File: config.mk
export PLATFORM = sky130hd
export DESIGN_NAME = store_align
export DESIGN_NICKNAME = d
export VERILOG_FILES = /design/src/verilog/lsu_isa_pkg.sv /design/src/verilog/store_align.sv
export SDC_FILE = /design/constraint.sdc
export NUM_CORES = 1
export LEC_CHECK = 0
export BUFFER_PORTS_ARGS = -buffer_cell sky130_fd_sc_hd__buf_4
export CAP_MARGIN = 5
export CORE_ASPECT_RATIO = 0.9
export CORE_MARGIN = 2
export CORE_UTILIZATION = 32
export DETAILED_ROUTE_END_ITERATION = 16
export PLACE_DENSITY_LB_ADDON = 0.2
export SLEW_MARGIN = 20
export SYNTH_ARGS = -nofsm -noshare
export SYNTH_HDL_FRONTEND = slang
export SYNTH_SLANG_ARGS = --single-unit
File: constraint.sdc
create_clock -name vclk -period 1.15
set_clock_uncertainty 0.05 [all_clocks]
set_input_delay 0.23 -clock vclk [all_inputs]
set_output_delay 0.23 -clock vclk [all_outputs]
set_load 0.02 [all_outputs]
File: src/verilog/lsu_isa_pkg.sv
package lsu_isa_pkg;

    // data word width seen by the core
    localparam int XLEN = 32;

    // access kind
    typedef enum logic {
        LSU_LOAD  = 1'b0,
        LSU_STORE = 1'b1
    } lsu_op_e;

    // funct3 of the load and store opcodes
    typedef enum logic [2:0] {
        WIDTH_B  = 3'b000,
        WIDTH_H  = 3'b001,
        WIDTH_W  = 3'b010,
        WIDTH_BU = 3'b100,
        WIDTH_HU = 3'b101
    } width_e;

    // one request from the execute stage
    typedef struct packed {
        lsu_op_e         op;
        width_e          funct3;
        logic [XLEN-1:0] addr;
        logic [XLEN-1:0] wdata;
    } lsu_req_t;

    // one response back to the core
    typedef struct packed {
        logic [XLEN-1:0] rdata;
        logic            err;
    } lsu_resp_t;

endpackage
File: src/verilog/store_align.sv
`timescale 1ns/1ps

module store_align (
    input  lsu_isa_pkg::width_e          width,
    input  logic [1:0]                   offset,
    input  logic [lsu_isa_pkg::XLEN-1:0] data,
    output logic [3:0]                   strobe,
    output logic [lsu_isa_pkg::XLEN-1:0] aligned_data,
    output logic                         misaligned
);

    logic [3:0] mask;

    // lane mask at offset 0 and alignment rule per width
    always_comb begin
        mask       = 4'b0000;
        misaligned = 1'b0;
        case (width)
            lsu_isa_pkg::WIDTH_B, lsu_isa_pkg::WIDTH_BU: begin
                mask = 4'b0001;
            end
            lsu_isa_pkg::WIDTH_H, lsu_isa_pkg::WIDTH_HU: begin
                mask       = 4'b0011;
                misaligned = offset[0];
            end
            lsu_isa_pkg::WIDTH_W: begin
                mask       = 4'b1111;
                misaligned = |offset;
            end
            default: begin
                // reserved funct3, nothing legal to write
                misaligned = 1'b1;
            end
        endcase
    end

    assign strobe       = misaligned ? 4'b0000 : mask << offset;
    assign aligned_data = data << {offset, 3'b000};

    // a legal access keeps all its lanes inside the word
    always_comb begin
        assert (misaligned || ({4'b0000, mask} << offset) < 8'h10);
    end

endmodule

==> flow_metrics.tcl, run 1 <==
set metrics [dict create \
    synth_compound_area_share_pct 19.6 \
    yosys.area_share.xor_xnor_pct 1.39 \
    dpl.hpwl_mm 2.43 \
    yosys_warnings 0 \
    yosysSeqAreaShare_pct 0 \
    stop_stage "clock tree synthesis (4_1_cts)" \
    synth_fa_ha_area_share_pct 0 \
    die_x_um 50.8 \
    synth_top_family_by_area "multiplexers" \
    synthesis.nets 118 \
    syn_area_um2 632 \
    die_h_um 46.2 \
    muxShareOfSynthArea_pct 50.7 \
    gp_congestion 0.730 \
    port_buffers 74 \
    synth-simple-area-share_pct 21.0 \
    hold_buffers 0 \
    cts_resized 86 \
    status "stopped before the end" \
    pin_count 74 \
    place_area_um2 1580 \
    avgSynthCellArea_um2 7.80 \
    stop_error "[ERROR DPL-0038] Utilization greater than 100%, impossible to legalize" \
    synth.distinct_cells 20 \
    start_util_pct 33.3 \
    synth_cells 81 \
    fp-row-count 15 \
    post_cts_buffers 4 \
]
synthesized netlist by cell type (all sizes together):
library cell | number | share of area, %
inv | 1 | 0.59
or2 | 1 | 0.99
xnor2 | 1 | 1.4
o2bb2ai | 8 | 11
a311oi | 1 | 2.4
clkbuf | 2 | 1.2
o22ai | 2 | 2.0
mux2i | 32 | 51
o21a | 2 | 2.6
and2 | 8 | 7.9
or3b | 1 | 1.8
a21oi | 2 | 1.6
nor2 | 11 | 6.9
buf | 6 | 5.5
nor2b | 1 | 0.99
nand2b | 1 | 0.99
or2b | 1 | 1.4
through the flow:
step                hold slack (ps)  setup slack, ps  cells  setup TNS [ps]
floorplan                       550             -147     81            -873
global placement                726             -327    191           -7220
detailed placement              736             -341    191           -7770
cell families after synthesis:
| kind of cell | count (synthesis) |
|---|---|
| buffers and inverters | 9 |
| AO/OA/AOI/OAI | 15 |
| XOR/XNOR | 1 |
| AND/OR/NAND/NOR | 24 |
| multiplexers | 32 |
==> run 2: changes to the inputs <==
- CORE_AREA: not set -> 2 2 63 65
- CORE_ASPECT_RATIO: 0.9 -> not set
- CORE_MARGIN: 2 -> not set
- CORE_UTILIZATION: 32 -> not set
- DIE_AREA: not set -> 0 0 65 67
- PLACE_DENSITY_LB_ADDON: 0.2 -> 0.15
- clock period: 1.15 -> 1.5 ns (I/O delays scaled with it)
==> flow_metrics.tcl, run 2 <==
set metrics [dict create \
    syn_area_um2 632 \
    required_ps 1150 \
    fin_util_pct 38.5 \
    avgSynthCellArea_um2 7.80 \
    fin_area_um2 1390 \
    yosysSeqAreaShare_pct 0 \
    hold_path.class "input pin to output pin" \
    wl_per_cell_um 12.6 \
    final_common_cell "buf_4" \
    synth_cells 81 \
    arrival_ps 1160 \
    cp_top_family "simple AND/OR/NAND/NOR gates" \
    slowest_delay_ps 400 \
    drtIter0Drc 20 \
    hold_viol 0 \
    pin_count 74 \
    synth_top_area_cell "mux2i_1" \
    critPathKind "input pin to output pin" \
    drv_slew 0 \
    hold_buffers 0 \
    dp_cells 212 \
    finalCritPeriodShare_pct 101 \
    final_cells 212 \
    relSlewSlack_pct 87.5 \
    synth.distinct_cells 20 \
    critPathCaptureType "output pin" \
    synth_most_common_cell "mux2i_1" \
    rsz0062_at_grt "true" \
    nets 203 \
    min_path_cells 3 \
    register_area_um2 0 \
    grt_max_degree 14 \
    port_buffers 74 \
    ant_nets 0 \
    min_period_ps 1510 \
    yosys_warnings 0 \
    worstPathMaxFanout 3 \
    setup_slack_ps -12.0 \
    critPathLaunch "width[2]" \
    clock.fmax_mhz 661 \
    hold_slack_ps 880 \
    coreArea_um2 3610 \
    place_area_um2 1350 \
    failed_checks "setup timing" \
    drv_cap 0 \
    via_per_inst 4.33 \
    num_vias 917 \
    drive_gt1_share_pct 61.0 \
    grt_pass1_wl_mm 4.18 \
    synthToLayoutAreaGrowth_pct 120 \
    hold-path-endpoint "aligned_data[19]" \
    crit_buf_inv 2 \
    min_from "data[3]" \
    yosys-top-cells-area "mux2i_1 (51%), o2bb2ai_1 (11%), and2_1 (7.9%)" \
    synth_common_cells "mux2i_1 (32), nor2_1 (10), and2_1 (8), o2bb2ai_1 (8), buf_2 (4)" \
    worst_pin_slew_ps 182 \
    setup_violations 1 \
    synthesis.nets 118 \
    fp-row-count 22 \
    slowest_stage "or3b_4" \
    powerDensity_nw_per_um2 363 \
    crit_chain "buf_6 > or3b_4 > a311oi_2 > buf_4" \
    critPathLaunchType "input pin" \
    synth_top_area_share_pct 50.7 \
    gp_congestion 0.675 \
    die_area_um2 4360 \
    status "finished, violations left" \
    grt-ovfl-total 0 \
    antenna_cells 0 \
    die_h_um 67 \
    leakage_nw 0.733 \
    drc 0 \
    clkbuf_count 0 \
    start_util_pct 17.5 \
    post_cts_buffers 0 \
    nFlopsAndLatches 0 \
    final_cell_mix "buf_4 (86), mux2i_1 (28), nor2_1 (10), and2_1 (8), o2bb2ai_1 (8)" \
    ir_drop_v 0.000116 \
    routed_wl_mm 2.67 \
    grtUsageTotal_pct 11.7 \
    grt_pass1_vias 903 \
    antenna_found_initial 0 \
    dpl.hpwl_mm 2.24 \
    first_pass_iters 2 \
    die_x_um 65 \
]
-- run 2: logic make-up (layout without fill, tap and decap cells) --
| family | count (synthesis) | count (layout) | share of synthesized area (%) |
|---|---|---|---|
| muxes | 32 | 32 | 50.7 |
| and+or+nand+nor | 24 | 24 | 21.0 |
| AOI/OAI and AO/OA | 15 | 15 | 19.6 |
| buffers and inverters | 9 | 92 | 7.33 |
| xor gates and xnor gates | 1 | 1 | 1.39 |
-- run 2: timing repair --
item                       in CTS  in global routing
setup endpoints to repair      12                  9
pin swaps                       2                  0
resized for setup               3                  7
-- run 2: layout make-up --
class	count	area, um2
repair buffers	91	714
well taps	48	60.1
fillers	370	2220
multi-input cells	72	609
inverters	1	3.75
-- run 2: per-layer routing --
metal  wire length (um)  global-route usage (%)  part of all wire (%)  vias up
li1                   -                       -                     -      464
met1               1130                    14.3                    42      419
met2               1390                    23.6                    52       34
met3                145                   0.507                   5.4        0
met4                  0                       0                     0        0
met5                  0                       0                     0        -
-- run 2: power breakdown --
group | leakage (nW) | internal (W) | switching, W
logic | 0.733 | 0.000261 | 0.000242
clock network | 0 | 0 | 0
registers | 0 | 0 | 0
total | 0.733 | 0.000261 | 0.000242
-- run 2: worst max-delay path by stage --
stage / endpoint / slack (ps) / depth (start not counted)
2_1_floorplan: aligned_data[24] / -40 / 3
3_3_place_gp: strobe[1] / -90 / 4
3_5_place_dp: strobe[1] / -90 / 4
4_1_cts: strobe[1] / -10 / 4
5_1_grt: strobe[1] / -50 / 4
6_report: strobe[1] / -10 / 4
-- run 2: metrics by stage --
step / TNS [ps] / setup slack (ps) / power, W
after floorplan: -114 / -38.0 / 0.000239
after CTS: -14.7 / -14.7 / 0.000496
after global placement: -122 / -85.2 / 0.000486
after global routing: -53.3 / -46.2 / 0.000539
final: -12.0 / -12.0 / 0.000504
after detailed placement: -348 / -90.7 / 0.000491
Note: power is estimated with default switching activity, not from simulation.
