==> src/verilog/lsu_isa_pkg.sv <==
package lsu_isa_pkg;

    // data word width seen by the core
    localparam int XLEN = 32;

    // access kind
    typedef enum logic {
        LSU_LOAD  = 1'b0,
        LSU_STORE = 1'b1
    } lsu_op_e;

    // funct3 of the load and store opcodes
    typedef enum logic [2:0] {
        WIDTH_B  = 3'b000,
        WIDTH_H  = 3'b001,
        WIDTH_W  = 3'b010,
        WIDTH_BU = 3'b100,
        WIDTH_HU = 3'b101
    } width_e;

    // one request from the execute stage
    typedef struct packed {
        lsu_op_e         op;
        width_e          funct3;
        logic [XLEN-1:0] addr;
        logic [XLEN-1:0] wdata;
    } lsu_req_t;

    // one response back to the core
    typedef struct packed {
        logic [XLEN-1:0] rdata;
        logic            err;
    } lsu_resp_t;

endpackage
==> src/verilog/load_extract.sv <==
`timescale 1ns/1ps

module load_extract (
    input  logic [lsu_isa_pkg::XLEN-1:0] word,
    input  lsu_isa_pkg::width_e          width,
    input  logic [1:0]                   offset,
    output logic [lsu_isa_pkg::XLEN-1:0] data
);

    logic [lsu_isa_pkg::XLEN-1:0] shifted;

    // addressed byte or half lands in the low bits
    assign shifted = word >> {offset, 3'b000};

    always_comb begin
        case (width)
            lsu_isa_pkg::WIDTH_B: begin
                data = {{24{shifted[7]}}, shifted[7:0]};
            end
            lsu_isa_pkg::WIDTH_H: begin
                data = {{16{shifted[15]}}, shifted[15:0]};
            end
            lsu_isa_pkg::WIDTH_BU: begin
                data = {24'b0, shifted[7:0]};
            end
            lsu_isa_pkg::WIDTH_HU: begin
                data = {16'b0, shifted[15:0]};
            end
            default: begin
                // whole word
                data = word;
            end
        endcase
    end

endmodule

==> config.mk <==
export PLATFORM = sky130hd
export DESIGN_NAME = load_extract
export DESIGN_NICKNAME = d
export VERILOG_FILES = /design/src/verilog/lsu_isa_pkg.sv /design/src/verilog/load_extract.sv
export SDC_FILE = /design/constraint.sdc
export NUM_CORES = 1
export LEC_CHECK = 0
export BUFFER_PORTS_ARGS = -buffer_cell sky130_fd_sc_hd__buf_2
export CAP_MARGIN = 10
export CORE_ASPECT_RATIO = 1.4
export CORE_MARGIN = 10
export CORE_UTILIZATION = 38
export DETAILED_ROUTE_END_ITERATION = 7
export PLACE_DENSITY_LB_ADDON = 0.25
export SLEW_MARGIN = 30
export SYNTH_ARGS = -nofsm -noshare
export SYNTH_HDL_FRONTEND = slang
export SYNTH_SLANG_ARGS = --single-unit
==> constraint.sdc <==
create_clock -name vclk -period 2.46
set_clock_uncertainty 0.05 [all_clocks]
set_input_delay 0.615 -clock vclk [all_inputs]
set_output_delay 0.615 -clock vclk [all_outputs]
set_load 0.01 [all_outputs]
==> summary.txt, run 1 <==
Detailed routing
  • Vias: ~1.2k
  • DR pass1 iterations: 4
  • Remaining DRCs: 0
  • First DRT Iteration DRCs: 29
  • ANT nets after route: 0
  • WL/cell: between 15 and 20 um
  • Routed Wire Length: 3.68 mm
  • Avg Vias per Cell: 5.67

Die
  • Rows: 18
  • I/O Pins: 69
  • Starting Density: 39.4%
  • Die area: roughly 4000 sq um
  • Core area: approximately 1800 sq um
  • Die Width: 56.1 um
  • Die Y-Extent: 70.5 um

Outcome
  • Outcome: finished, violations left
  • Violated checks: negative setup slack

Timing
  • Final setup margin: -0.0372 ns
  • Worst rel slew slack: ~74%
  • Minimum clock period: 2.50 ns
  • Final hold slack: 1.47 ns
  • F_max: 400 MHz
  • Final setup vio count: 19
  • Worst slew pin tran: 0.384 ns
  • Slew Limit Fails: 0
  • Fin crit share: 102%
  • RSZ-0062 raised after global routing: yes
  • Hold Fails Final Rpt: 0

Layout
  • FILL cells: between 100 and 150
  • Share of cells above drive strength 1: between 60% and 70%
  • FF/Latch Area: 0 sq um
  • Area delta synth->final: 99.6%
  • Final-stage net count: roughly 230
  • Finished Cell Area: 1380 sq um
  • Clock buffer count in the final layout: 0
  • FF+latch count: 0
  • # diodes: 0

GRT
  • Vias in the first global route: about 1.2k
  • Initial antenna violation count: 0
  • First-pass GRT wire length: ~5.5 mm
  • GRT Total Usage: between 10% and 20%
  • Total gr overflow: 0
  • Pin count of the biggest net entering global routing: 25

Place
  • Detailed placement HPWL: 2.78 mm
  • Pre-CTS setup slack: -0.0745 ns
  • Placer's final routability congestion estimate: 0.803
  • Dpl cell area: approximately 1200 sq um
  • PortBufs: 69

Pwr
  • Pwr/cell area: ~230 nW/um^2
  • Leakage: ~0.7 nW
  • Max IR drop VDD: between 0.1 and 0.15 mV
  • Total power draw: 321 uW

Logic synthesis
  • Net Count, Synth: 143
  • Post-synthesis sequential area ratio: 0%
  • Synthesized cell area: roughly 690 sq um
  • Yosys Warn Count: 0
  • Mean Syn Cell Area: 6.53 sq um
  • Post-Synthesis Cells: 106
  • Cell variety after synth: 26

Hold path
  • Worst hold stages: 4
  • WHS Endpoint: data[0]
  • Hold path start: word[0]
  • Hold crit path type: input pin to primary output

Run
  • MaxCap Viol Count: 0

Critical path
  • Arrival @ worst endpoint: around 1.8 ns
  • Startpoint class of the critical path: input pin
  • Path type of the worst setup path: input pin to primary output
  • Crit path required time: 1.79 ns
  • Setup crit end kind: primary output
  • Worst-path maximum fanout: 7

Clock tree
  • Hold-fix buffers, CTS: 0
[metal layers]
metal / part of all wire (%) / routed length (um) / vias up / GRT usage, %
li1: - / - / 575 / -
met1: 35 / 1280 / 543 / 15.7
met2: 55 / 2040 / 58 / 31.0
met3: 8.4 / 308 / 8 / 3.98
met4: 1.5 / 54 / 0 / 0.536
met5: 0 / 0 / - / 0
[worst max-delay path by stage]
stage                    from  endpoint  cells past startpoint
CTS                 offset[0]  data[23]                      6
floorplan           offset[0]  data[21]                      4
global placement    offset[0]  data[22]                      6
global route        offset[1]  data[13]                      6
finish              offset[1]  data[13]                      6
detailed placement  offset[0]  data[22]                      6
[cells by family (layout without fill, tap and decap cells)]
logic type             count (synthesis)  after routing  synth area share, %
multiplexers                          12             12                 20.4
buffers and inverters                 12             95                 7.95
AND/OR/NAND/NOR                       34             34                 19.9
AO/OA/AOI/OAI                         48             48                 51.7
[what timing repair did]
| item | CTS | global route |
|---|---|---|
| setup buffers | 1 | 1 |
| setup endpoints to repair | 24 | 27 |
| resized for setup | 21 | 33 |
| pin swaps | 1 | 9 |
[worst max-delay path, cell delays in order]
cell	delay, ns
buf_4	0.11
buf_6	0.14
mux2_2	0.36
a221oi_1	0.37
o31ai_2	0.08
buf_2	0.15
[through the flow]
step / instances / setup TNS (ns) / utilization (%)
detailed placement: 207 / -1.05 / 66.7
floorplan: 106 / 0 / -
global placement: 207 / -0.819 / 66.7
finish: 209 / -0.296 / 78.6
global route: 209 / -1.31 / 78.6
CTS: 208 / -0.394 / 69.3
[cell usage after synthesis]
cell,count,area share [%]
a22o_1,2,2.5
o31ai_1,7,7.6
a221oi_4,1,3.8
mux4_2,1,3.3
mux2i_1,4,5.8
clkbuf_2,1,0.72
clkbuf_1,5,2.7
o21ai_0,17,12
o21bai_1,1,1.1
inv_1,4,2.2
o2bb2ai_1,1,1.3
a221oi_1,5,6.3
nand4_1,1,0.90
mux2_2,7,11
nor2b_1,1,0.90
buf_6,1,1.6
nand2_1,31,17
o21ai_1,4,2.9
buf_2,1,0.72
a21oi_2,1,1.3
a2bb2oi_1,1,1.3
a22oi_1,5,5.4
o211ai_4,1,3.1
o311ai_0,1,1.3
o221a_2,1,1.6
nor2b_2,1,1.3
[report_power, final]
part	switching [mW]	internal, mW
Sequential	0	0
Combinational	0.170	0.152
Clock	0	0
[cells in the final DEF, fill, tap and decap left out]
cell,n
a22o_1,2
a221oi_4,3
a21oi_2,1
o31ai_1,1
buf_2,65
o31ai_2,4
o21ai_2,13
o21bai_1,1
o221a_2,1
buf_4,17
a22oi_1,5
inv_1,4
o21ai_0,4
mux2_2,5
mux2i_1,4
a2bb2oi_1,1
mux4_2,1
nand2_1,31
nor2b_2,1
buf_6,8
mux2_4,2
o21ai_1,4
o311ai_1,1
o211ai_4,1
o2bb2ai_1,1
buf_8,1
nand4_1,1
a221oi_1,3
o31ai_4,2
nor2b_4,1
[layout make-up]
| cell class | count | area [sq um] | share of cell area [%] |
|---|---|---|---|
| inverter | 4 | 15.0 | 1.09 |
| timing repair buffer | 91 | 558 | 40.4 |
| multi-input combinational | 94 | 783 | 56.7 |
| tap | 20 | 25.0 | 1.81 |
Note: power is estimated with default switching activity, not from simulation.
==> inputs of run 2 (changes only) <==
--- a/config.mk
+++ b/config.mk
@@ -11,7 +11,7 @@
 export CORE_MARGIN = 10
 export CORE_UTILIZATION = 38
 export DETAILED_ROUTE_END_ITERATION = 7
-export PLACE_DENSITY_LB_ADDON = 0.25
+export PLACE_DENSITY = 0.95
 export SLEW_MARGIN = 30
 export SYNTH_ARGS = -nofsm -noshare
 export SYNTH_HDL_FRONTEND = slang
==> summary.txt, run 2 (synthesis gave the netlist of run 1 again) <==
Timing
  • Fin crit share: 103% (+1.6 points)
  • Minimum clock period: 2.54 ns (+0.0398 ns)
  • Final setup margin: -0.0770 ns (-0.0398 ns)
  • Hold Fails Final Rpt: 0 (unchanged)
  • Worst rel slew slack: 69.8% (-4.6 points)
  • RSZ-0062 raised after global routing: yes
  • F_max: 394 MHz (-1.6%)
  • Slew Limit Fails: 0 (unchanged)
  • Final setup vio count: 23 (+4)
  • Worst slew pin tran: 0.453 ns (+0.0681 ns)

Hold path
  • Hold crit path type: input pin to primary output
  • Hold path start: word[0]

GRT
  • Total gr overflow: 0 (unchanged)
  • GRT Total Usage: 15.8% (+0.41 points)
  • Pin count of the biggest net entering global routing: 20 (-20%)
  • First-pass GRT wire length: 5.58 mm (+2.2%)
  • Initial antenna violation count: 0 (unchanged)
  • Vias in the first global route: 1302 (+5.2%)

Layout
  • Area delta synth->final: 93.7%
  • Most frequent cells in the layout: buf_2, nand2_1, buf_4, o21ai_0
  • FF/Latch Area: 0 sq um (unchanged)
  • # diodes: 0 (unchanged)
  • Share of cells above drive strength 1: 63.5% (-3.2 points)
  • Final-stage net count: 228 (unchanged)
  • Clock buffer count in the final layout: 0 (unchanged)
  • FF+latch count: 0 (unchanged)
  • Most common cell after layout, fill and taps aside: buf_2
  • Finished Core Util: 76.3% (-2.4 points)
  • Final Non-Filler Cells: 209 (unchanged)
  • Finished Cell Area: 1340 sq um (-3.0%)

Place
  • Post-placement cell count: 209 (+0.97%)
  • Placer's final routability congestion estimate: 0.907 (+13%)
  • Dpl cell area: 1190 sq um (+1.3%)
  • Detailed placement HPWL: 2.90 mm (+4.4%)
  • PortBufs: 69 (unchanged)

Die
  • Die Y-Extent: 70.5 um (unchanged)
  • I/O Pins: 69 (unchanged)
  • Rows: 18 (unchanged)
  • Die area: 3950 sq um (unchanged)
  • Core area: 1760 sq um (unchanged)
  • Die Width: 56.1 um (unchanged)
  • Starting Density: 39.4% (unchanged)

Pwr
  • Logic pwr share: 100.0% (about the same)
  • Pwr/cell area: 232 nW/um^2 (about the same)
  • Leakage: 0.698 nW (-1.7%)
  • Int Pwr: 145 uW (-4.1%)
  • Seq pwr share: 0% (unchanged)
  • Sw frac: 53.3% (+0.50 points)
  • P_sw: 166 uW (-2.1%)
  • Clock power share: 0% (unchanged)
  • Max IR drop VDD: 0.140 mV (-0.34%)

Detailed routing
  • WL/cell: 18.6 um (+5.9%)
  • Remaining DRCs: 0 (unchanged)
  • DR pass1 iterations: 4 (unchanged)
  • ANT nets after route: 0 (unchanged)
  • Routed Wire Length: 3.89 mm (+5.9%)
  • First DRT Iteration DRCs: 45 (+55%)
  • Avg Vias per Cell: 5.90 (+4.2%)
  • Vias: 1234 (+4.2%)

Clock tree
  • Hold-fix buffers, CTS: 0 (unchanged)
  • Setup Fix Bufs, Post-CTS: 0 (-1)

Critical path
  • Crit path required time: 1.79 ns (about the same)
  • Setup crit end kind: primary output
  • Worst setup endpoint: data[10]
  • Crit path from: word[7]
  • Worst-path maximum fanout: 4 (-3)
  • Startpoint class of the critical path: input pin
  • Arrival @ worst endpoint: 1.87 ns (+0.04 ns)
  • Path type of the worst setup path: input pin to primary output

Outcome
  • Violated checks: negative setup slack
  • Outcome: finished, violations left

Run
  • MaxCap Viol Count: 0 (unchanged)
run 2: changes by cell type in the layout (fill, tap and decap cells not counted), moves of 2 or more:
cell,before,now
o21ai_1,4,7
a221oi_1,3,0
o21ai_0,4,8
a221oi_2,0,4
o21ai_2,13,6
o31ai_1,1,3
run 2: worst max-delay path, stage by stage:
cell	delay, ns
buf_2	0.11
mux4_2	0.53
a21oi_2	0.24
buf_6	0.15
o31ai_1	0.07
buf_2	0.14
run 2: worst min-delay path by stage:
stage | slack, ns | cells after the start | to
floorplan | 1.31 | 2 | data[17]
CTS | 1.47 | 4 | data[4]
detailed placement | 1.47 | 4 | data[4]
global placement | 1.47 | 4 | data[4]
global route | 1.49 | 4 | data[0]
finish | 1.47 | 4 | data[0]
run 2: layer usage:
metal	part of all wire, %	track usage [%]	routed length, um	vias to the layer above
li1	-	-	-	573
met1	34	14.9	1320	575
met2	53	29.7	2070	67
met3	7.3	4.52	285	19
met4	5.5	7.77	214	0
met5	0	0	0	-
run 2: power by group through the flow:
stage	logic (mW)	registers, mW	clock network [mW]
3_5_place_dp	0.267	0	0
6_report	0.311	0	0
3_3_place_gp	0.258	0	0
5_1_grt	0.338	0	0
2_1_floorplan	0.133	0	0
4_1_cts	0.276	0	0
run 2: per-stage QoR:
step / worst slack [ns] / total power, mW / hold WS (ns) / TNS, ns
6_report: -0.0770 / 0.311 / 1.47 / -1.10
5_1_grt: -0.123 / 0.338 / 1.49 / -2.19
4_1_cts: -0.0410 / 0.276 / 1.47 / -0.458
3_5_place_dp: -0.0863 / 0.267 / 1.47 / -1.32
3_3_place_gp: -0.0401 / 0.258 / 1.47 / -0.509
2_1_floorplan: 0.133 / 0.133 / 1.31 / 0
run 2: cell type report:
class | count | area (sq um)
inverter | 4 | 15.0
multi-input combinational | 94 | 748
tap | 20 | 25.0
timing repair buffer | 91 | 552
fill | 126 | 417
run 2: what timing repair did:
action | in CTS | in global routing
endpoints found under the setup margin | 24 | 24
gates resized for setup | 15 | 25
pin swaps | 2 | 5
