## config.mk

```make
export PLATFORM = sky130hd
export DESIGN_NAME = lsu_pipe
export DESIGN_NICKNAME = d
export VERILOG_FILES = /design/src/verilog/soc_map_pkg.sv /design/src/verilog/lsu_isa_pkg.sv /design/src/verilog/lsu_pipe.sv
export SDC_FILE = /design/constraint.sdc
export NUM_CORES = 1
export LEC_CHECK = 0
export BUFFER_PORTS_ARGS = -buffer_cell sky130_fd_sc_hd__buf_4
export CORE_AREA = 2 2 157 159
export CTS_BUF_LIST = sky130_fd_sc_hd__clkbuf_2
export DETAILED_ROUTE_END_ITERATION = 10
export DIE_AREA = 0 0 159 161
export GPL_ROUTABILITY_DRIVEN = 0
export PLACE_DENSITY_LB_ADDON = 0.25
export RECOVER_POWER = 25
export SLEW_MARGIN = 15
export SYNTH_ARGS = -nofsm -noshare
export SYNTH_HDL_FRONTEND = slang
export SYNTH_SLANG_ARGS = --single-unit
export TNS_END_PERCENT = 20
```

## constraint.sdc

```tcl
create_clock -name clk -period 2.1 [get_ports clk]
set_input_delay 0.105 -clock clk [delete_from_list [all_inputs] [get_ports clk]]
set_output_delay 0.105 -clock clk [all_outputs]
set_load 0.05 [all_outputs]
```

## src/verilog/soc_map_pkg.sv

```systemverilog
package soc_map_pkg;

    // top address nibble of each region
    localparam logic [3:0] REGION_RAM  = 4'h1;
    localparam logic [3:0] REGION_MMIO = 4'h8;

    // I/O page registers
    localparam logic [31:0] MMIO_STATUS   = 32'h8000_0000;
    localparam logic [31:0] MMIO_RX_DATA  = 32'h8000_0004;
    localparam logic [31:0] MMIO_TX_DATA  = 32'h8000_0008;
    localparam logic [31:0] MMIO_CYCLES   = 32'h8000_0010;
    localparam logic [31:0] MMIO_ACCESSES = 32'h8000_0014;
    // a store here clears both counters
    localparam logic [31:0] MMIO_CLEAR    = 32'h8000_0018;

    // address as the RAM path splits it
    typedef struct packed {
        logic [3:0]  region;
        logic [11:0] unused;
        logic [13:0] index;
        logic [1:0]  offset;
    } addr_fields_t;

    // one address word, seen whole or in fields
    typedef union packed {
        logic [31:0]  raw;
        addr_fields_t f;
    } addr_u;

    // one data RAM access
    // en with a zero strobe is a plain read
    typedef struct packed {
        logic        en;
        logic [3:0]  strobe;
        logic [13:0] index;
        logic [31:0] wdata;
    } ram_port_t;

endpackage

```

## src/verilog/lsu_isa_pkg.sv

```systemverilog
package lsu_isa_pkg;

    // data word width seen by the core
    localparam int XLEN = 32;

    // access kind
    typedef enum logic {
        LSU_LOAD  = 1'b0,
        LSU_STORE = 1'b1
    } lsu_op_e;

    // funct3 of the load and store opcodes
    typedef enum logic [2:0] {
        WIDTH_B  = 3'b000,
        WIDTH_H  = 3'b001,
        WIDTH_W  = 3'b010,
        WIDTH_BU = 3'b100,
        WIDTH_HU = 3'b101
    } width_e;

    // one request from the execute stage
    typedef struct packed {
        lsu_op_e         op;
        width_e          funct3;
        logic [XLEN-1:0] addr;
        logic [XLEN-1:0] wdata;
    } lsu_req_t;

    // one response back to the core
    typedef struct packed {
        logic [XLEN-1:0] rdata;
        logic            err;
    } lsu_resp_t;

endpackage
```

## src/verilog/lsu_pipe.sv

```systemverilog
`timescale 1ns/1ps

module lsu_pipe #(
    parameter int RAM_WORDS = 4096
) (
    input  logic                         clk,
    input  logic                         rst_n,
    input  logic                         req_valid,
    output logic                         req_ready,
    input  lsu_isa_pkg::lsu_req_t        req,
    output logic                         resp_valid,
    input  logic                         resp_ready,
    output lsu_isa_pkg::lsu_resp_t       resp,
    output lsu_isa_pkg::width_e          align_width,
    output logic [1:0]                   align_offset,
    output logic [lsu_isa_pkg::XLEN-1:0] align_data,
    input  logic [3:0]                   strobe,
    input  logic [lsu_isa_pkg::XLEN-1:0] aligned_data,
    input  logic                         misaligned,
    output soc_map_pkg::ram_port_t       ram,
    input  logic [lsu_isa_pkg::XLEN-1:0] ram_rdata,
    output logic                         io_en,
    output logic                         io_we,
    output logic [31:0]                  io_addr,
    output logic [7:0]                   io_wbyte,
    input  logic [31:0]                  io_rdata,
    input  logic                         io_err,
    output logic [lsu_isa_pkg::XLEN-1:0] ext_word,
    output lsu_isa_pkg::width_e          ext_width,
    output logic [1:0]                   ext_offset,
    input  logic [lsu_isa_pkg::XLEN-1:0] ext_data
);

    localparam logic [14:0] RAM_LIMIT = 15'(RAM_WORDS);

    // what the response stage needs of an accepted request
    typedef struct packed {
        lsu_isa_pkg::lsu_op_e op;
        lsu_isa_pkg::width_e  funct3;
        logic [1:0]           offset;
        logic [3:0]           region;
        logic                 err;
        logic [31:0]          io_word;
    } stage_t;

    soc_map_pkg::addr_u     req_addr;
    logic                   accept;
    logic                   is_ram;
    logic                   is_mmio;
    logic                   in_range;
    logic                   acc_err;
    logic                   s1_valid;
    stage_t                 s1;
    lsu_isa_pkg::lsu_resp_t resp_d;

    // both stages advance when the output register is empty or being drained
    assign req_ready = !resp_valid || resp_ready;
    assign accept    = req_valid && req_ready;

    // region decode
    assign req_addr = req.addr;
    assign is_ram   = req_addr.f.region == soc_map_pkg::REGION_RAM;
    assign is_mmio  = req_addr.f.region == soc_map_pkg::REGION_MMIO;
    assign in_range = {1'b0, req_addr.f.index} < RAM_LIMIT;

    assign acc_err = misaligned || !(is_ram || is_mmio) ||
                     (is_ram && !in_range) || (is_mmio && io_err);

    assign align_width  = req.funct3;
    assign align_offset = req_addr.f.offset;
    assign align_data   = req.wdata;

    always_comb begin
        ram.en     = accept && is_ram && in_range && !misaligned;
        ram.strobe = (req.op == lsu_isa_pkg::LSU_STORE) ? strobe : 4'b0000;
        ram.index  = req_addr.f.index;
        ram.wdata  = aligned_data;
    end

    // every accepted request goes to the I/O page, which counts them
    assign io_en    = accept;
    assign io_we    = req.op == lsu_isa_pkg::LSU_STORE;
    assign io_addr  = req_addr.raw;
    assign io_wbyte = req.wdata[7:0];

    always_ff @(posedge clk or negedge rst_n) begin
        if (!rst_n) begin
            s1_valid   <= 1'b0;
            resp_valid <= 1'b0;
        end else if (req_ready) begin
            s1_valid   <= accept;
            resp_valid <= s1_valid;
        end
    end

    always_ff @(posedge clk) begin
        if (accept) begin
            s1.op      <= req.op;
            s1.funct3  <= req.funct3;
            s1.offset  <= req_addr.f.offset;
            s1.region  <= req_addr.f.region;
            s1.err     <= acc_err;
            s1.io_word <= io_rdata;
        end
        if (req_ready && s1_valid) begin
            resp <= resp_d;
        end
    end

    // response stage, RAM word is valid here
    assign ext_word   = (s1.region == soc_map_pkg::REGION_MMIO) ? s1.io_word : ram_rdata;
    assign ext_width  = s1.funct3;
    assign ext_offset = s1.offset;

    always_comb begin
        resp_d.err   = s1.err;
        resp_d.rdata = '0;
        if (!s1.err && s1.op == lsu_isa_pkg::LSU_LOAD) begin
            resp_d.rdata = ext_data;
        end
    end

    resp_hold_a: assert property (@(posedge clk) disable iff (!rst_n)
        resp_valid && !resp_ready |=> resp_valid && $stable(resp));

endmodule

```

==> results.tsv, run 1 <==
metric	value	unit
outcome	finished with violations	
violations	negative setup slack	
first_pass_iters	4	
min_path_type	in -> reg	
root_buffer	clkbuf_2	
synth_top_area_share	56.6	%
clockPowerShare	21.3	%
row_count	57	
worstMarginPinSlew	0.350	ns
ctsHtreeMaxLevel	3	
area_delta_synth_final	55.0	%
antenna_found_initial	2	
worstPathRequired	2.00	ns
p_per_area	624	nW/um^2
avgRoutedWirePerCell	18.1	um
path_buf_inv	3	
die_w	159	um
layout.nets	674	
synth_fp_nets	499	
r2r_end	s1[7]	
maxSlewHeadroom	76.4	%
grt_start_max_net_pins	34	
grt_setup_unrepaired	true	
hold_slack	0.121	ns
slew_violations	0	
whs_endpoint	resp_d[0]	
ys_top_cells_by_area	edfxtp_1, buf_4, mux2_2	
insertion_delay	0.54	ns
clock_path_buffers	2	
ys_seq_elements	78	
reg2reg_slack	0.63	ns
pwr-share-comb	30.4	%
core	24000	um^2
crit_path_end_kind	primary output	
clkSinkCount	78	
die_h	161	um
hpwl	11.1	mm
worst_hold_startpoint	io_err	
ys_seq_area_share	57.9	%
vias_per_cell	3.51	
cts_tree	yes	
drc	0	
power_frac_seq	48.3	%
period_share	106	%
setup_ws	-0.130	ns
syn_avg_cell_area	13.8	um^2
yosys.area.top_type	edfxtp_1	
path_clk_slew	0.21	ns
synth.distinct_cells	16	
crit_path_max_incr_delay	0.47	ns
worstRegToRegCells	3	
yosys_warnings	0	
leakagePower	0.00258	uW
io_pins	408	
die-area	25600	um^2
drtIter0Drc	120	
grt_first_pass_wirelength	19.4	mm
crit_family	buffers and inverters	
drive_above_1_share	57.1	%
setup_viol	32	
r2r_start	resp_valid	
grt_pass1_vias	2905	
hold_depth	3	
fin_cells	799	
crit_path_cell_trace	nor4b_4 -> buf_6 -> buf_8 -> mux2_2 -> buf_6	
internal_power	2620	uW
clock_skew	0.0367	ns
drv_cap	0	
port-buffer-count	211	
overflow	0	
netSwitchingFraction	32.7	%
syn_inst	293	
max_freq	0.448	GHz
dp.cells	698	
p_switching	1270	uW
cts_inserted_buffers	9	
start_kind	register	
cp_data_arrival_time	2.13	ns
layout_min_cycle_time	2.23	ns
cpMostUsedCell	buf_6	
ir_worst_vdd	0.286	mV
nFillCells	2514	
drtAntennaViolNets	0	
grt_use_total	10.6	%
slowest_stage	edfxtp_1	
hold_viol_final	0	
finalCoreUtilization	26.1	%
critical_path_class	reg -> out	
synth_area	4030	um^2
initial_core_util	16.8	%
vias	2802	
cp_max_fo	8	
finalWirelength	14.5	mm
worst max-delay path by stage:
stage | startpoint | end | slack, ns | cells after the start
finish | s1[35] | ext_word[16] | -0.13 | 5
global route | s1[35] | ext_word[26] | -0.28 | 5
CTS | s1[34] | ext_word[10] | -0.31 | 4
detailed placement | s1[34] | ext_word[10] | 0.39 | 4
global placement | s1[34] | ext_word[10] | 0.44 | 4
floorplan | resp_valid | resp[0] | 0.01 | 2
stage by stage:
step / total power (uW) / setup TNS (ns) / setup slack [ns] / instance area (um^2)
floorplan: 3060 / 0 / 0.0108 / 4030
global placement: 2930 / 0 / 0.439 / 5080
detailed placement: 2930 / 0 / 0.389 / 5080
CTS: 3960 / -8.05 / -0.310 / 6110
global route: 4090 / -8.55 / -0.282 / 6250
finish: 3900 / -3.88 / -0.130 / 6250
area by class of cell:
cell class                      instances  area (um^2)  area share, %
Tap cell                              324          405           6.49
Clock buffer                            9         45.0          0.721
Sequential cell                        78         2330           37.3
Multi-Input combinational cell         80          722           11.6
Timing Repair Buffer                  299         2670           42.7
Antenna cell                            2         5.00         0.0801
Clock inverter                          7         72.6           1.16
state kept, by name (all words and copies together), names as in the netlist:
name	count
resp	33
ext_offset	2
ext_width	3
resp_valid	1
s1	37
resp_d	1
s1_valid	1
cells in the final DEF, fill, tap and decap left out:
cell type | netlist | final
clkinv_4 | 0 | 3
diode_2 | 0 | 2
buf_4 | 129 | 181
nor3b_1 | 1 | 1
o21ai_0 | 1 | 1
and2_2 | 0 | 1
mux2_2 | 31 | 24
buf_8 | 0 | 6
and2_4 | 0 | 1
inv_6 | 0 | 1
buf_6 | 3 | 28
bufinv_16 | 0 | 1
buf_12 | 0 | 3
nor4b_4 | 1 | 1
nor3_1 | 1 | 1
edfxtp_1 | 76 | 76
dlygate4sd3_1 | 0 | 79
clkinv_1 | 0 | 2
nand2b_1 | 2 | 2
and4_1 | 1 | 1
nor4b_1 | 1 | 1
clkbuf_2 | 0 | 9
clkbuf_16 | 0 | 2
mux2_4 | 0 | 9
and2_1 | 38 | 36
nor2_1 | 1 | 1
dfrtp_1 | 2 | 2
power groups by stage:
stage | combinational [uW] | clock (uW) | sequential, uW
after floorplan | 962 | 0 | 2100
after global placement | 1010 | 0 | 1920
after detailed placement | 1010 | 0 | 1920
after CTS | 1170 | 907 | 1890
after global routing | 1230 | 960 | 1890
final | 1180 | 831 | 1880
cells by family (layout without fill, tap and decap cells):
group	after synthesis	after routing	share of synthesized area (%)
AO/OA/AOI/OAI	1	1	0.124
buffers and inverters	135	315	25.1
flip-flops	78	78	57.9
multiplexers	33	33	9.22
other	0	2	0
AND/OR/NAND/NOR	46	46	7.64
per-layer routing:
metal	part of all wire, %	global-route usage (%)
met4	5.2	7.15
met2	54	19.6
met1	32	9.29
met5	0	0
met3	9.2	4.44
worst register-to-register path, stage by stage, from the launching register on:
cell      delay [ns]
dfrtp_1         0.43
nand2b_1        0.24
and2_4          0.28
buf_4           0.24
what timing repair did:
action,CTS,global route
setup endpoints to repair,32,32
hold buffers,79,0
pin swaps,0,1
gates cloned,0,3
buffers inserted,0,1
gates resized for setup,31,18
endpoints found under the hold margin,85,0
synth_stat cells (all sizes together):
| master | count |
|---|---|
| o21ai | 1 |
| nor4b | 2 |
| and2 | 38 |
| mux2 | 33 |
| and4 | 1 |
| nor3 | 1 |
| edfxtp | 76 |
| buf | 132 |
| clkbuf | 3 |
| nor3b | 1 |
| nor2 | 1 |
| nand2b | 2 |
| dfrtp | 2 |
Power figures use the tool's default switching activity.
==> run 2: changes to the inputs <==
MAX_ROUTING_LAYER = met4   (was unset)
==> results.tsv, run 2 (same netlist as run 1, synthesis figures left out) <==
metric	value	unit	change
outcome	finished with violations		
violations	negative setup slack		
finalWirelength	14.4	mm	-0.57%
crit_family	buffers and inverters		
vias_per_cell	3.49		-0.50%
drive_above_1_share	57.1	%	unchanged
multi_input_area	767	um^2	+6.2%
die_w	159	um	unchanged
grt_setup_unrepaired	true		
seq_area	2330	um^2	unchanged
antenna_found_initial	2		unchanged
path_clk_slew	0.20	ns	about the same
dp_worst_setup_slack	0.389	ns	unchanged
drv_cap	0		unchanged
startpoint	s1[35]		
layout.nets	674		unchanged
reg2reg_slack	0.64	ns	about the same
first_pass_iters	4		unchanged
wl_met3	1.41	mm	+5.5%
crit_path_max_incr_delay	0.48	ns	about the same
min_path_type	in -> reg		
start_kind	register		
drtAntennaViolNets	0		unchanged
die-area	25600	um^2	unchanged
cts_inserted_buffers	9		unchanged
clock_path_buffers	2		unchanged
r2r_end	s1[7]		
ir_worst_vdd	0.285	mV	-0.46%
root_buffer	clkbuf_2		
die_h	161	um	unchanged
port-buffer-count	211		unchanged
drc	0		unchanged
hold_viol_final	0		unchanged
hold_depth	3		unchanged
placed_area	5080	um^2	unchanged
grt_start_max_net_pins	34		unchanged
drtIter0Drc	114		-5.0%
setup_ws	-0.146	ns	-0.0154 ns
drt-met1-wl	4.45	mm	-3.4%
cp_data_arrival_time	2.14	ns	about the same
insertion_delay	0.54	ns	about the same
grt_pass1_vias	2912		+0.24%
whs_endpoint	resp_d[0]		
hold_slack	0.124	ns	+0.00361 ns
p_per_area	618	nW/um^2	-0.89%
worstPathRequired	2.00	ns	about the same
final_cell_mix	buf_4, dlygate4sd3_1, edfxtp_1		
core	24000	um^2	unchanged
max_freq	0.445	GHz	-0.68%
r2r_start	resp_valid		
grt_first_pass_wirelength	19.4	mm	-0.11%
cp_max_fo	8		unchanged
layout_min_cycle_time	2.25	ns	+0.0154 ns
clock_skew	0.0338	ns	-0.00294 ns
maxSlewHeadroom	76.6	%	+0.13 points
overflow	0		unchanged
worstRegToRegCells	3		unchanged
slowest_stage	edfxtp_1		
hpwl	11.1	mm	unchanged
highest_layer	met4		
nFillCells	2495		-0.76%
cts_tree	yes		
setup_viol	32		unchanged
area_delta_synth_final	57.2	%	
row_count	57		unchanged
fin_cells	799		unchanged
path_buf_inv	3		unchanged
leakagePower	0.00263	uW	+2.1%
design_area	6330	um^2	+1.4%
largest_reg_flops	37		unchanged
dr_wl_met2	7.77	mm	unchanged
final_common_cell	buf_4		
totalPowerFinal	3920	uW	+0.48%
ctsHtreeMaxLevel	3		unchanged
critical_path_class	reg -> out		
crit_path_end_kind	primary output		
regMostFlops	s1		
avgRoutedWirePerCell	18.0	um	-0.57%
crit_path_cell_trace	nor4b_4 -> buf_6 -> clkbuf_16 -> mux2_4 -> buf_8		
io_pins	408		unchanged
period_share	107	%	+0.73 points
initial_core_util	16.8	%	unchanged
clkSinkCount	78		unchanged
grt_use_total	10.9	%	+0.31 points
dp.cells	698		unchanged
worstMarginPinSlew	0.348	ns	-0.00186 ns
slew_violations	0		unchanged
vias	2788		-0.50%
worst_hold_startpoint	io_err		
[run 2: what timing repair did]
action	4_1_cts	5_1_grt
pin swaps	0	1
hold buffers	79	0
endpoints found under the setup margin	32	32
resized for setup	31	41
endpoints found under the hold margin	85	0
buffers inserted	0	1
cloned	0	3
[run 2: worst max-delay path by stage]
| stage | endpoint | slack, ns | cells past startpoint |
|---|---|---|---|
| 6_report | ext_word[13] | -0.15 | 5 |
| 5_1_grt | ext_word[8] | -0.28 | 5 |
| 4_1_cts | ext_word[10] | -0.31 | 4 |
| 3_5_place_dp | ext_word[10] | 0.39 | 4 |
| 3_3_place_gp | ext_word[10] | 0.44 | 4 |
| 2_1_floorplan | resp[0] | 0.01 | 2 |
[run 2: through the flow]
stage,utilization [%],TNS (ns)
2_1_floorplan,-,0
3_3_place_gp,21.2,0
3_5_place_dp,21.2,0
4_1_cts,25.5,-8.05
5_1_grt,26.4,-8.48
6_report,26.4,-4.06
[run 2: power breakdown]
group          switching, uW  total (uW)  internal (uW)
sequential              41.3        1880           1840
combinational            685        1210            522
clock                    548         826            278
total                   1270        3920           2640
[run 2: final cells by class]
| class | count | area share [%] |
|---|---|---|
| Antenna cell | 2 | 0.0790 |
| Clock buffer | 9 | 0.711 |
| Clock inverter | 7 | 1.15 |
| Multi-Input combinational cell | 80 | 12.1 |
| Sequential cell | 78 | 36.8 |
| Tap cell | 324 | 6.40 |
| Timing Repair Buffer | 299 | 42.7 |
[run 2: tightest hold or removal path: cells and delay by family]
kind / cells / cell delay (ns)
compound gates: 1 / 0.29
buf+inv: 1 / 0.08
simple gates: 1 / 0.03
[run 2: layer usage]
| metal | vias up | global-route usage (%) |
|---|---|---|
| met5 | - | - |
| met4 | 0 | 7.15 |
| met3 | 62 | 4.55 |
| met2 | 233 | 19.6 |
| met1 | 1269 | 9.14 |
| li1 | 1224 | - |
