===== config.mk =====
export PLATFORM = sky130hd
export DESIGN_NAME = mmio_regs
export DESIGN_NICKNAME = d
export VERILOG_FILES = /design/src/verilog/soc_map_pkg.sv /design/src/verilog/mmio_regs.sv
export SDC_FILE = /design/constraint.sdc
export NUM_CORES = 1
export LEC_CHECK = 0
export BUFFER_PORTS_ARGS = -buffer_cell sky130_fd_sc_hd__buf_2
export CAP_MARGIN = 25
export CORE_MARGIN = 2
export CORE_UTILIZATION = 40
export DETAILED_ROUTE_END_ITERATION = 8
export SLEW_MARGIN = 20
export SYNTH_ARGS = -nofsm -noshare
export SYNTH_HDL_FRONTEND = slang
export SYNTH_SLANG_ARGS = --single-unit

===== constraint.sdc =====
create_clock -name clk -period 3.4 [get_ports clk]
set_input_delay 0.68 -clock clk [delete_from_list [all_inputs] [get_ports clk]]
set_output_delay 0.68 -clock clk [all_outputs]
set_load 0.05 [all_outputs]

===== src/verilog/soc_map_pkg.sv =====
package soc_map_pkg;

    // top address nibble of each region
    localparam logic [3:0] REGION_RAM  = 4'h1;
    localparam logic [3:0] REGION_MMIO = 4'h8;

    // I/O page registers
    localparam logic [31:0] MMIO_STATUS   = 32'h8000_0000;
    localparam logic [31:0] MMIO_RX_DATA  = 32'h8000_0004;
    localparam logic [31:0] MMIO_TX_DATA  = 32'h8000_0008;
    localparam logic [31:0] MMIO_CYCLES   = 32'h8000_0010;
    localparam logic [31:0] MMIO_ACCESSES = 32'h8000_0014;
    // a store here clears both counters
    localparam logic [31:0] MMIO_CLEAR    = 32'h8000_0018;

    // address as the RAM path splits it
    typedef struct packed {
        logic [3:0]  region;
        logic [11:0] unused;
        logic [13:0] index;
        logic [1:0]  offset;
    } addr_fields_t;

    // one address word, seen whole or in fields
    typedef union packed {
        logic [31:0]  raw;
        addr_fields_t f;
    } addr_u;

    // one data RAM access
    // en with a zero strobe is a plain read
    typedef struct packed {
        logic        en;
        logic [3:0]  strobe;
        logic [13:0] index;
        logic [31:0] wdata;
    } ram_port_t;

endpackage


===== src/verilog/mmio_regs.sv =====
`timescale 1ns/1ps

module mmio_regs (
    input  logic        clk,
    input  logic        rst_n,
    input  logic        en,
    input  logic        we,
    input  logic [31:0] addr,
    input  logic [7:0]  wbyte,
    output logic [31:0] rdata,
    output logic        err,
    input  logic        rx_valid,
    input  logic [7:0]  rx_data,
    output logic        rx_ready,
    output logic        tx_valid,
    output logic [7:0]  tx_data,
    input  logic        tx_ready
);

    logic        hit;
    logic        tx_store;
    logic        tx_drop;
    logic        clear;
    logic [31:0] cycles;
    logic [31:0] accesses;

    assign tx_store = en && we && addr == soc_map_pkg::MMIO_TX_DATA;
    assign tx_drop  = tx_store && tx_valid;
    assign clear    = en && we && addr == soc_map_pkg::MMIO_CLEAR;

    // receive byte is taken when its load is accepted
    assign rx_ready = en && !we && addr == soc_map_pkg::MMIO_RX_DATA;

    // read mux, whole-word compare
    always_comb begin
        hit = 1'b1;
        case (addr)
            soc_map_pkg::MMIO_STATUS: begin
                rdata = {30'b0, rx_valid, !tx_valid};
            end
            soc_map_pkg::MMIO_RX_DATA: begin
                rdata = rx_valid ? {24'b0, rx_data} : 32'b0;
            end
            soc_map_pkg::MMIO_CYCLES: begin
                rdata = cycles;
            end
            soc_map_pkg::MMIO_ACCESSES: begin
                rdata = accesses;
            end
            soc_map_pkg::MMIO_TX_DATA, soc_map_pkg::MMIO_CLEAR: begin
                rdata = 32'b0;
            end
            default: begin
                rdata = 32'b0;
                hit   = 1'b0;
            end
        endcase
    end

    assign err = !hit || tx_drop;

    // transmit holding register
    always_ff @(posedge clk or negedge rst_n) begin
        if (!rst_n) begin
            tx_valid <= 1'b0;
        end else if (tx_store && !tx_valid) begin
            tx_valid <= 1'b1;
        end else if (tx_valid && tx_ready) begin
            tx_valid <= 1'b0;
        end
    end

    always_ff @(posedge clk) begin
        if (tx_store && !tx_valid) begin
            tx_data <= wbyte;
        end
    end

    // the clear store itself is the first access counted
    always_ff @(posedge clk or negedge rst_n) begin
        if (!rst_n) begin
            cycles   <= 32'd0;
            accesses <= 32'd0;
        end else begin
            cycles   <= clear ? 32'd0 : cycles + 32'd1;
            accesses <= (clear ? 32'd0 : accesses) + {31'd0, en};
        end
    end

    tx_hold_a: assert property (@(posedge clk) disable iff (!rst_n)
        tx_valid && !tx_ready |=> tx_valid && $stable(tx_data));

endmodule


==> impl_metrics.env, run 1 <==
export IMPL_status="completed"
export IMPL_synth_seq_cells=73
export IMPL_fin_crit_sh_pct=94.3
export IMPL_ant_nets=0
export IMPL_grt_pass1_wl_mm=17.7
export IMPL_cts_tree="done"
export IMPL_globalRouteOverflowTotal=0
export IMPL_rsz0062_at_grt="false"
export IMPL_root_buffer="clkbuf_8"
export IMPL_clock_skew_final_ns=0.00947
export IMPL_synth_nets=535
export IMPL_rr_endpoint="cycles[18]"
export IMPL_max_freq_ghz=0.312
export IMPL_holdBufCountCts=0
export IMPL_vdd_drop_max_uv=199
export IMPL_cts_sinks=73
export IMPL_cp_endpoint="rdata[10]"
export IMPL_cts_setup_buffers=0
export IMPL_crit_start="addr[12]"
export IMPL_reg2reg_setup_slack_ns=1.05
export IMPL_synthCells=478
export IMPL_crit_path_end_kind="output port"
export IMPL_clock_path_buffers=2
export IMPL_port_buffers=96
export IMPL_coreArea_mm2=0.0107
export IMPL_clk_latency_ns=0.34
export IMPL_drv_slew=0
export IMPL_timing_rr_start="cycles[0]"
export IMPL_period_needed_ns=3.21
export IMPL_layout_setup_ws_ns=0.195
export IMPL_boundaryPins=97
export IMPL_seq_area_frac_synth_pct=43.1
export IMPL_dr_pass1_iters=5
export IMPL_place_worst_setup_slack_ns=0.195
export IMPL_critical_path_class="in -> out"
export IMPL_cts_made_buffers=9
export IMPL_clkTransAtPathRegs_ns=0.08
export IMPL_rr_worst_depth=5
export IMPL_place_congestion=0.809
export IMPL_diodes=0
export IMPL_die_area_mm2=0.0117
export IMPL_grt_pass1_vias=3754
export IMPL_wirelength_mm=11.0
export IMPL_cts_resized=0
export IMPL_wl_per_cell_um=15.5
export IMPL_async_flop_share_pct=89.0
export IMPL_fp_dieH_um=108
export IMPL_drt_initial_drc_count=205
export IMPL_post_route_cells_drive_above_1_share_pct=23.8
export IMPL_rows=38
export IMPL_via_per_inst=5.61
export IMPL_initial_core_util_pct=40.5
export IMPL_start_kind="input port"
export IMPL_grt_max_degree=62
export IMPL_synth_cell_types=47
export IMPL_min_path_type="in -> async"
export IMPL_antenna_found_initial=0
export IMPL_netlist_area_mm2=0.00434
export IMPL_cp_max_fo=24
export IMPL_synth_edf_count=8
export IMPL_critPathRequiredTime_ns=2.72
export IMPL_powerDensity_mw_per_mm2=358
export IMPL_grtUsageTotal_pct=18.9
export IMPL_final_hold_violation_count=0
export IMPL_p_leak_nw=2.23
export IMPL_tns_ns=0
export IMPL_areaGrowthSynthToFinish_pct=18.2
export IMPL_final_cell_mix="96 x buf_2, 65 x dfrtp_1, 63 x nor2_1"
export IMPL_worst_slew_pin_slew_ns=0.768
export IMPL_final_common_cell="buf_2"
export IMPL_slew_headroom_pct=48.8
export IMPL_setup_viol_count_final=0
export IMPL_max_cap_violations=0
export IMPL_yosysWarnings=0
export IMPL_post_route_drc_count=0
export IMPL_dieWidth_um=108
export IMPL_ys_flop_type="dfrtp_1"
export IMPL_num_vias=3963
export IMPL_final_nets=619
export IMPL_dpl_hpwl_mm=7.95
export IMPL_avgSynthCellArea_um2=9.07
export IMPL_htree_num_levels=3
export IMPL_critical_path_arrival_ns=2.53
## cells by family after synthesis
| kind of cell | synth area share [%] |
|---|---|
| adders and majority gates | 0.866 |
| DFF | 43.1 |
| and+or+nand+nor | 27.6 |
| muxes | 7.45 |
| AOI/OAI and AO/OA | 11.6 |
| buffers and inverters | 4.36 |
| xor gates and xnor gates | 5.05 |
## registers in the layout, summed over array words and instances (netlist names)
name,cells
tx_valid,1
accesses,32
tx_data,8
cycles,32
## worst min path at each step
stage,slack [ns],endpoint,start,cells after the start
3_5_place_dp,0.55,cycles[31],cycles[31],2
2_1_floorplan,0.38,accesses[0],rst_n,0
6_report,0.40,cycles[21],rst_n,1
4_1_cts,0.42,cycles[21],rst_n,1
3_3_place_gp,0.54,cycles[31],cycles[31],2
5_1_grt,0.45,cycles[21],rst_n,1
## power breakdown
| part | leakage [nW] | switching, mW | internal, mW |
|---|---|---|---|
| Clock | 0.0918 | 0.314 | 0.335 |
| Sequential | 0.823 | 0.0570 | 0.921 |
| Combinational | 1.32 | 0.109 | 0.0994 |
| Total | 2.23 | 0.480 | 1.36 |
## area by class of cell
class                           count  area [um2]
Clock buffer                       12         135
Clock inverter                      4        43.8
Fill cell                        1048        5570
Inverter                           13        48.8
Multi-Input combinational cell    359        2300
Sequential cell                    73        1870
Tap cell                          140         175
Timing Repair Buffer              106         556
## critical path: stages
cell     delay [ns]
buf_2          0.10
nor4b_1        0.30
nand4_1        0.19
or4_1          0.55
buf_4          0.24
nor2_1         0.18
buf_2          0.29
## synth_stat cells, types with 2 or more instances
master,n,area [um2]
and4_1,5,43.8
nand3_1,23,115
nor2_1,63,236
o31ai_1,18,135
a41oi_1,5,43.8
o21ai_0,16,80.1
or3_1,11,68.8
or4_4,3,33.8
nand4_1,21,131
clkbuf_1,20,75.1
ha_1,3,37.5
xor2_1,13,114
mux2i_1,30,300
nand2_1,24,90.1
mux2_2,2,22.5
and3_1,6,37.5
or3_2,3,22.5
dfrtp_1,65,1630
buf_1,5,18.8
nand4b_1,3,26.3
edfxtp_1,8,240
buf_2,5,25.0
inv_1,13,48.8
nor2b_1,4,25.0
and2_1,4,25.0
or4_1,21,158
a21oi_1,36,180
nor4_1,12,75.1
xnor2_1,12,105
clkbuf_2,2,10.0
nor3_1,6,30.0
## routing by layer
| layer | vias up | track usage [%] | wire (um) |
|---|---|---|---|
| met5 | - | 0 | 0 |
| met4 | 0 | 6.68 | 131 |
| met3 | 10 | 2.23 | 306 |
| met2 | 57 | 30.5 | 5350 |
| met1 | 1967 | 26.4 | 5180 |
| li1 | 1929 | - | - |
## per-stage QoR
step | util (%) | hold slack (ns) | instance area [um2] | power (mW) | std cells
2_1_floorplan | - | 0.384 | 4350 | 1.11 | 478
3_3_place_gp | 46.2 | 0.540 | 4950 | 1.20 | 691
5_1_grt | 47.9 | 0.454 | 5120 | 1.92 | 707
3_5_place_dp | 46.2 | 0.555 | 4950 | 1.21 | 691
4_1_cts | 47.9 | 0.420 | 5120 | 1.86 | 707
6_report | 47.9 | 0.404 | 5120 | 1.84 | 707
No activity file was read; power rests on OpenSTA's default activity.
==> run 2: changes to the inputs <==
CORE_ASPECT_RATIO = 0.9   (was unset)
CTS_CLUSTER_SIZE = 10   (was unset)
==> run 2 against run 1 <==
  * Via count down 0.73%
  * Utilization rose by 0.75 points
  * Highest routed layer unchanged
  * Clock power up 26%
  * Critical path depth unchanged
  * Critical endpoint unchanged
  * Power up 9.3%
  * Largest cell class unchanged
  * Clock-buffer cell count rose by 2
  * Non-clock buffer count rose by 1
  * Critical path type unchanged
  * Clock skew down 0.0035 ns
  * Final cell count fell by 0.99%
  * Combinational power barely moved
==> impl_metrics.env, run 2 (synthesized netlist as in run 1, its figures left out) <==
export IMPL_final_common_cell="buf_2"
export IMPL_p_leak_nw=2.27
export IMPL_drt_initial_drc_count=290
export IMPL_htree_num_levels=3
export IMPL_timing_rr_start="cycles[0]"
export IMPL_via_per_inst=5.62
export IMPL_areaGrowthSynthToFinish_pct=19.8
export IMPL_place_congestion=0.809
export IMPL_pwr_share_seq_pct=48.9
export IMPL_cts_setup_buffers=0
export IMPL_final_hold_violation_count=0
export IMPL_setup_viol_count_final=0
export IMPL_worst_slew_pin_slew_ns=0.685
export IMPL_crit_chain="buf_2, nor4b_1, nand4_1, or4_1, buf_4, nor2_1, buf_2"
export IMPL_rr_worst_depth=5
export IMPL_vdd_drop_max_uv=331
export IMPL_holdBufCountCts=0
export IMPL_powerDensity_mw_per_mm2=386
export IMPL_wirelength_mm=11.0
export IMPL_cts_tree="done"
export IMPL_cp_max_fo=8
export IMPL_port_buffers=96
export IMPL_cts_sinks=73
export IMPL_power_mw=2.01
export IMPL_final_cell_mix="96 x buf_2, 65 x dfrtp_1, 63 x nor2_1"
export IMPL_clock_power_share_pct=40.8
export IMPL_fin_crit_sh_pct=94.7
export IMPL_clock_path_buffers=2
export IMPL_clkTransAtPathRegs_ns=0.05
export IMPL_rsz0062_at_grt="false"
export IMPL_hold_ws_ns=0.194
export IMPL_crit_start="addr[12]"
export IMPL_rows=36
export IMPL_cts_made_buffers=9
export IMPL_rr_endpoint="cycles[18]"
export IMPL_grt_pass1_wl_mm=17.6
export IMPL_crit_path_end_kind="output port"
export IMPL_critical_path_class="in -> out"
export IMPL_initial_core_util_pct=40.6
export IMPL_diodes=0
export IMPL_die_area_mm2=0.0117
export IMPL_max_cap_violations=0
export IMPL_root_buffer="clkbuf_16"
export IMPL_cp_slowest_stage_delay_ns=0.60
export IMPL_clk_latency_ns=0.33
export IMPL_reg_largest_list="accesses: 32 flops, cycles: 32 flops, tx_data: 8 flops"
export IMPL_critPathRequiredTime_ns=2.72
export IMPL_start_kind="input port"
export IMPL_p_int_mw=1.51
export IMPL_fp_dieH_um=103
export IMPL_dieWidth_um=114
export IMPL_globalRouteOverflowTotal=0
export IMPL_fillerInstances=1015
export IMPL_antenna_found_initial=0
export IMPL_boundaryPins=97
export IMPL_clock_skew_final_ns=0.00594
export IMPL_drv_slew=0
export IMPL_cp_endpoint="rdata[10]"
export IMPL_cpMostUsedCell="buf_2"
export IMPL_grt_pass1_vias=3544
export IMPL_post_route_drc_count=0
export IMPL_wl_per_cell_um=15.7
export IMPL_p_sw_mw=0.495
export IMPL_crit_path_top_delay_cell="or4_1"
export IMPL_max_freq_ghz=0.310
export IMPL_num_vias=3934
export IMPL_slew_headroom_pct=54.3
export IMPL_swShare_pct=24.7
export IMPL_min_path_type="in -> async"
export IMPL_status="completed"
export IMPL_coreArea_mm2=0.0107
export IMPL_placed_cells=685
export IMPL_final_instance_count_excl_fill=700
export IMPL_cts_resized=0
export IMPL_p_comb_share_pct=10.3
export IMPL_grt_max_degree=62
export IMPL_dr_pass1_iters=5
export IMPL_grtUsageTotal_pct=19.1
export IMPL_post_route_cells_drive_above_1_share_pct=23.6
export IMPL_final_nets=620
export IMPL_period_needed_ns=3.22
export IMPL_dpl_hpwl_mm=7.74
export IMPL_critical_path_arrival_ns=2.54
export IMPL_reg2reg_setup_slack_ns=0.96
export IMPL_ant_nets=0
run 2: how the worst min path moves through the flow:
stage / startpoint / end / cells after the start
final: rst_n / accesses[28] / 1
after global routing: rst_n / accesses[30] / 1
after CTS: rst_n / accesses[28] / 1
after detailed placement: rst_n / accesses[28] / 1
after global placement: rst_n / accesses[28] / 1
after floorplan: rst_n / accesses[0] / 0
run 2: stage by stage:
| stage | utilization [%] | setup TNS [ns] | cell area (um2) | worst slack (ns) |
|---|---|---|---|---|
| after global routing | 48.7 | 0 | 5190 | 0.0112 |
| after floorplan | - | -0.0810 | 4350 | -0.0810 |
| after global placement | 46.3 | 0 | 4940 | 0.157 |
| after detailed placement | 46.3 | 0 | 4940 | 0.136 |
| after CTS | 48.7 | 0 | 5190 | 0.127 |
| final | 48.7 | 0 | 5190 | 0.179 |
run 2: power groups by stage:
| stage | sequential [mW] | clock, mW | combinational [mW] |
|---|---|---|---|
| after CTS | 0.979 | 0.839 | 0.210 |
| final | 0.981 | 0.819 | 0.207 |
| after detailed placement | 0.995 | 0 | 0.210 |
| after floorplan | 0.974 | 0 | 0.133 |
| after global routing | 0.988 | 0.883 | 0.235 |
| after global placement | 0.993 | 0 | 0.207 |
run 2: layout make-up:
| class | count | area, um2 | share of cell area, % |
|---|---|---|---|
| Clock inverter | 1 | 5.00 | 0.0964 |
| Inverter | 13 | 48.8 | 0.940 |
| Timing Repair Buffer | 107 | 563 | 10.8 |
| Tap cell | 133 | 166 | 3.20 |
| Multi-Input combinational cell | 359 | 2300 | 44.3 |
| Sequential cell | 73 | 1870 | 35.9 |
| Clock buffer | 14 | 244 | 4.70 |
run 2: routing by layer:
metal	global-route usage (%)	routed length, um	vias to the layer above
li1	-	-	1943
met1	28.0	5450	1910
met2	28.4	5060	70
met3	5.00	316	11
met4	4.78	127	0
met5	0	0	-
run 2: critical path: cells and delay by family:
| kind | cells | cell delay (ns) |
|---|---|---|
| buffers and inverters | 3 | 0.58 |
| and+or+nand+nor | 4 | 1.26 |
==> run 3: changes to the inputs <==
CAP_MARGIN = 20   (was 25)
CTS_BUF_LIST = sky130_fd_sc_hd__clkbuf_16   (was unset)
==> run 3 against run 2 <==
  * Utilization did not move
  * Setup slack is essentially flat
  * Global-route usage barely moved
  * Clock power fell by 2%
  * Power decreased by 0.91%
  * Clock skew decreased by 0.00064 ns
  * Worst hold slack better by 0.00080 ns
  * Critical endpoint unchanged
==> impl_metrics.env, run 3 (synthesized netlist as in run 1, its figures left out) <==
export IMPL_hold_ws_ns=0.195
export IMPL_final_nets=620
export IMPL_cp_max_fo=8
export IMPL_cts_tree="done"
export IMPL_die_area_mm2=0.0117
export IMPL_clock_path_buffers=2
export IMPL_ant_nets=0
export IMPL_areaGrowthSynthToFinish_pct=19.8
export IMPL_wirelength_mm=11.0
export IMPL_final_hold_violation_count=0
export IMPL_drt_initial_drc_count=282
export IMPL_layout_setup_ws_ns=0.178
export IMPL_boundaryPins=97
export IMPL_post_route_cells_drive_above_1_share_pct=23.6
export IMPL_place_worst_setup_slack_ns=0.136
export IMPL_worst_slew_pin_slew_ns=0.687
export IMPL_port_buffers=96
export IMPL_cts_sinks=73
export IMPL_final_common_cell="buf_2"
export IMPL_clkTransAtPathRegs_ns=0.05
export IMPL_root_buffer="clkbuf_16"
export IMPL_holdBufCountCts=0
export IMPL_postLayoutCoreUtil_pct=48.7
export IMPL_slew_headroom_pct=54.2
export IMPL_grt_pass1_vias=3542
export IMPL_clock_skew_final_ns=0.00530
export IMPL_antenna_found_initial=0
export IMPL_num_vias=3946
export IMPL_diodes=0
export IMPL_placed_cells=685
export IMPL_initial_core_util_pct=40.6
export IMPL_powerDensity_mw_per_mm2=383
export IMPL_grtUsageTotal_pct=19.1
export IMPL_rows=36
export IMPL_grt_pass1_wl_mm=17.6
export IMPL_coreArea_mm2=0.0107
export IMPL_rsz0062_at_grt="false"
export IMPL_grt_max_degree=62
export IMPL_power_mw=1.99
export IMPL_fin_crit_sh_pct=94.8
export IMPL_cts_setup_buffers=0
export IMPL_max_freq_ghz=0.310
export IMPL_post_route_drc_count=0
export IMPL_period_needed_ns=3.22
export IMPL_cts_resized=0
export IMPL_status="completed"
export IMPL_crit_path_end_kind="output port"
export IMPL_setup_viol_count_final=0
export IMPL_dr_pass1_iters=5
export IMPL_vdd_drop_max_uv=323
export IMPL_cts_made_buffers=9
export IMPL_dpl_hpwl_mm=7.74
export IMPL_final_instance_count_excl_fill=700
export IMPL_max_cap_violations=0
export IMPL_clk_latency_ns=0.33
export IMPL_reg_largest_list="accesses: 32 flops, cycles: 32 flops, tx_data: 8 flops"
export IMPL_critPathRequiredTime_ns=2.72
export IMPL_start_kind="input port"
export IMPL_critical_path_class="in -> out"
export IMPL_critical_path_arrival_ns=2.54
export IMPL_fp_dieH_um=103
export IMPL_drv_slew=0
export IMPL_min_path_type="in -> async"
export IMPL_place_congestion=0.809
export IMPL_globalRouteOverflowTotal=0
export IMPL_dieWidth_um=114
export IMPL_via_per_inst=5.64
export IMPL_p_leak_nw=2.29
export IMPL_wl_per_cell_um=15.7
export IMPL_final_cell_mix="96 x buf_2, 65 x dfrtp_1, 63 x nor2_1"
export IMPL_htree_num_levels=3
export IMPL_fillerInstances=1015
[run 3: cell types whose count changed in the layout (fill, tap and decap cells not counted)]
cell      delta
inv_1        +5
clkbuf_1     -5
[run 3: area by class of cell]
cell class	count	area [um2]	share of cell area, %
multi-input cells	359	2300	44.3
flip-flops and latches	73	1870	35.9
inverters	13	48.8	0.940
clock buffers	9	225	4.34
clock inverters	6	23.8	0.458
repair buffers	107	563	10.8
well taps	133	166	3.20
[run 3: stage by stage]
| stage | TNS (ns) | area [um2] |
|---|---|---|
| 2_1_floorplan | -0.0810 | 4350 |
| 3_3_place_gp | 0 | 4940 |
| 3_5_place_dp | 0 | 4940 |
| 4_1_cts | 0 | 5190 |
| 5_1_grt | 0 | 5190 |
| 6_report | 0 | 5190 |
[run 3: final timing paths]
kind	slack, ns	start	depth (start not counted)	to
setup / recovery	0.18	addr[12]	7	rdata[10]
hold / removal	0.19	rst_n	1	accesses[28]
setup reg to reg	0.96	cycles[0]	5	cycles[18]
hold reg to reg	0.56	accesses[31]	2	accesses[31]
max in group asynchronous	2.46	rst_n	2	cycles[11]
min in group clk	0.52	wbyte[6]	1	tx_data[6]
[run 3: worst max-delay path, stage by stage]
cell     delay, ns
buf_2         0.09
nor4b_1       0.28
nand4_1       0.21
or4_1         0.60
buf_4         0.20
nor2_1        0.17
buf_2         0.29
[run 3: per-layer routing]
| metal | part of all wire [%] | wire [um] | track usage [%] | vias to the layer above |
|---|---|---|---|---|
| met5 | 0 | 0 | 0 | - |
| met4 | 1.1 | 123 | 4.78 | 0 |
| met3 | 3.1 | 343 | 5.00 | 10 |
| met2 | 46 | 5100 | 28.4 | 71 |
| met1 | 49 | 5410 | 28.0 | 1925 |
| li1 | - | - | - | 1940 |
[run 3: power breakdown]
group | internal (mW) | total (mW) | switching (mW)
registers | 0.923 | 0.981 | 0.0580
clock network | 0.474 | 0.800 | 0.326
logic | 0.0991 | 0.207 | 0.108
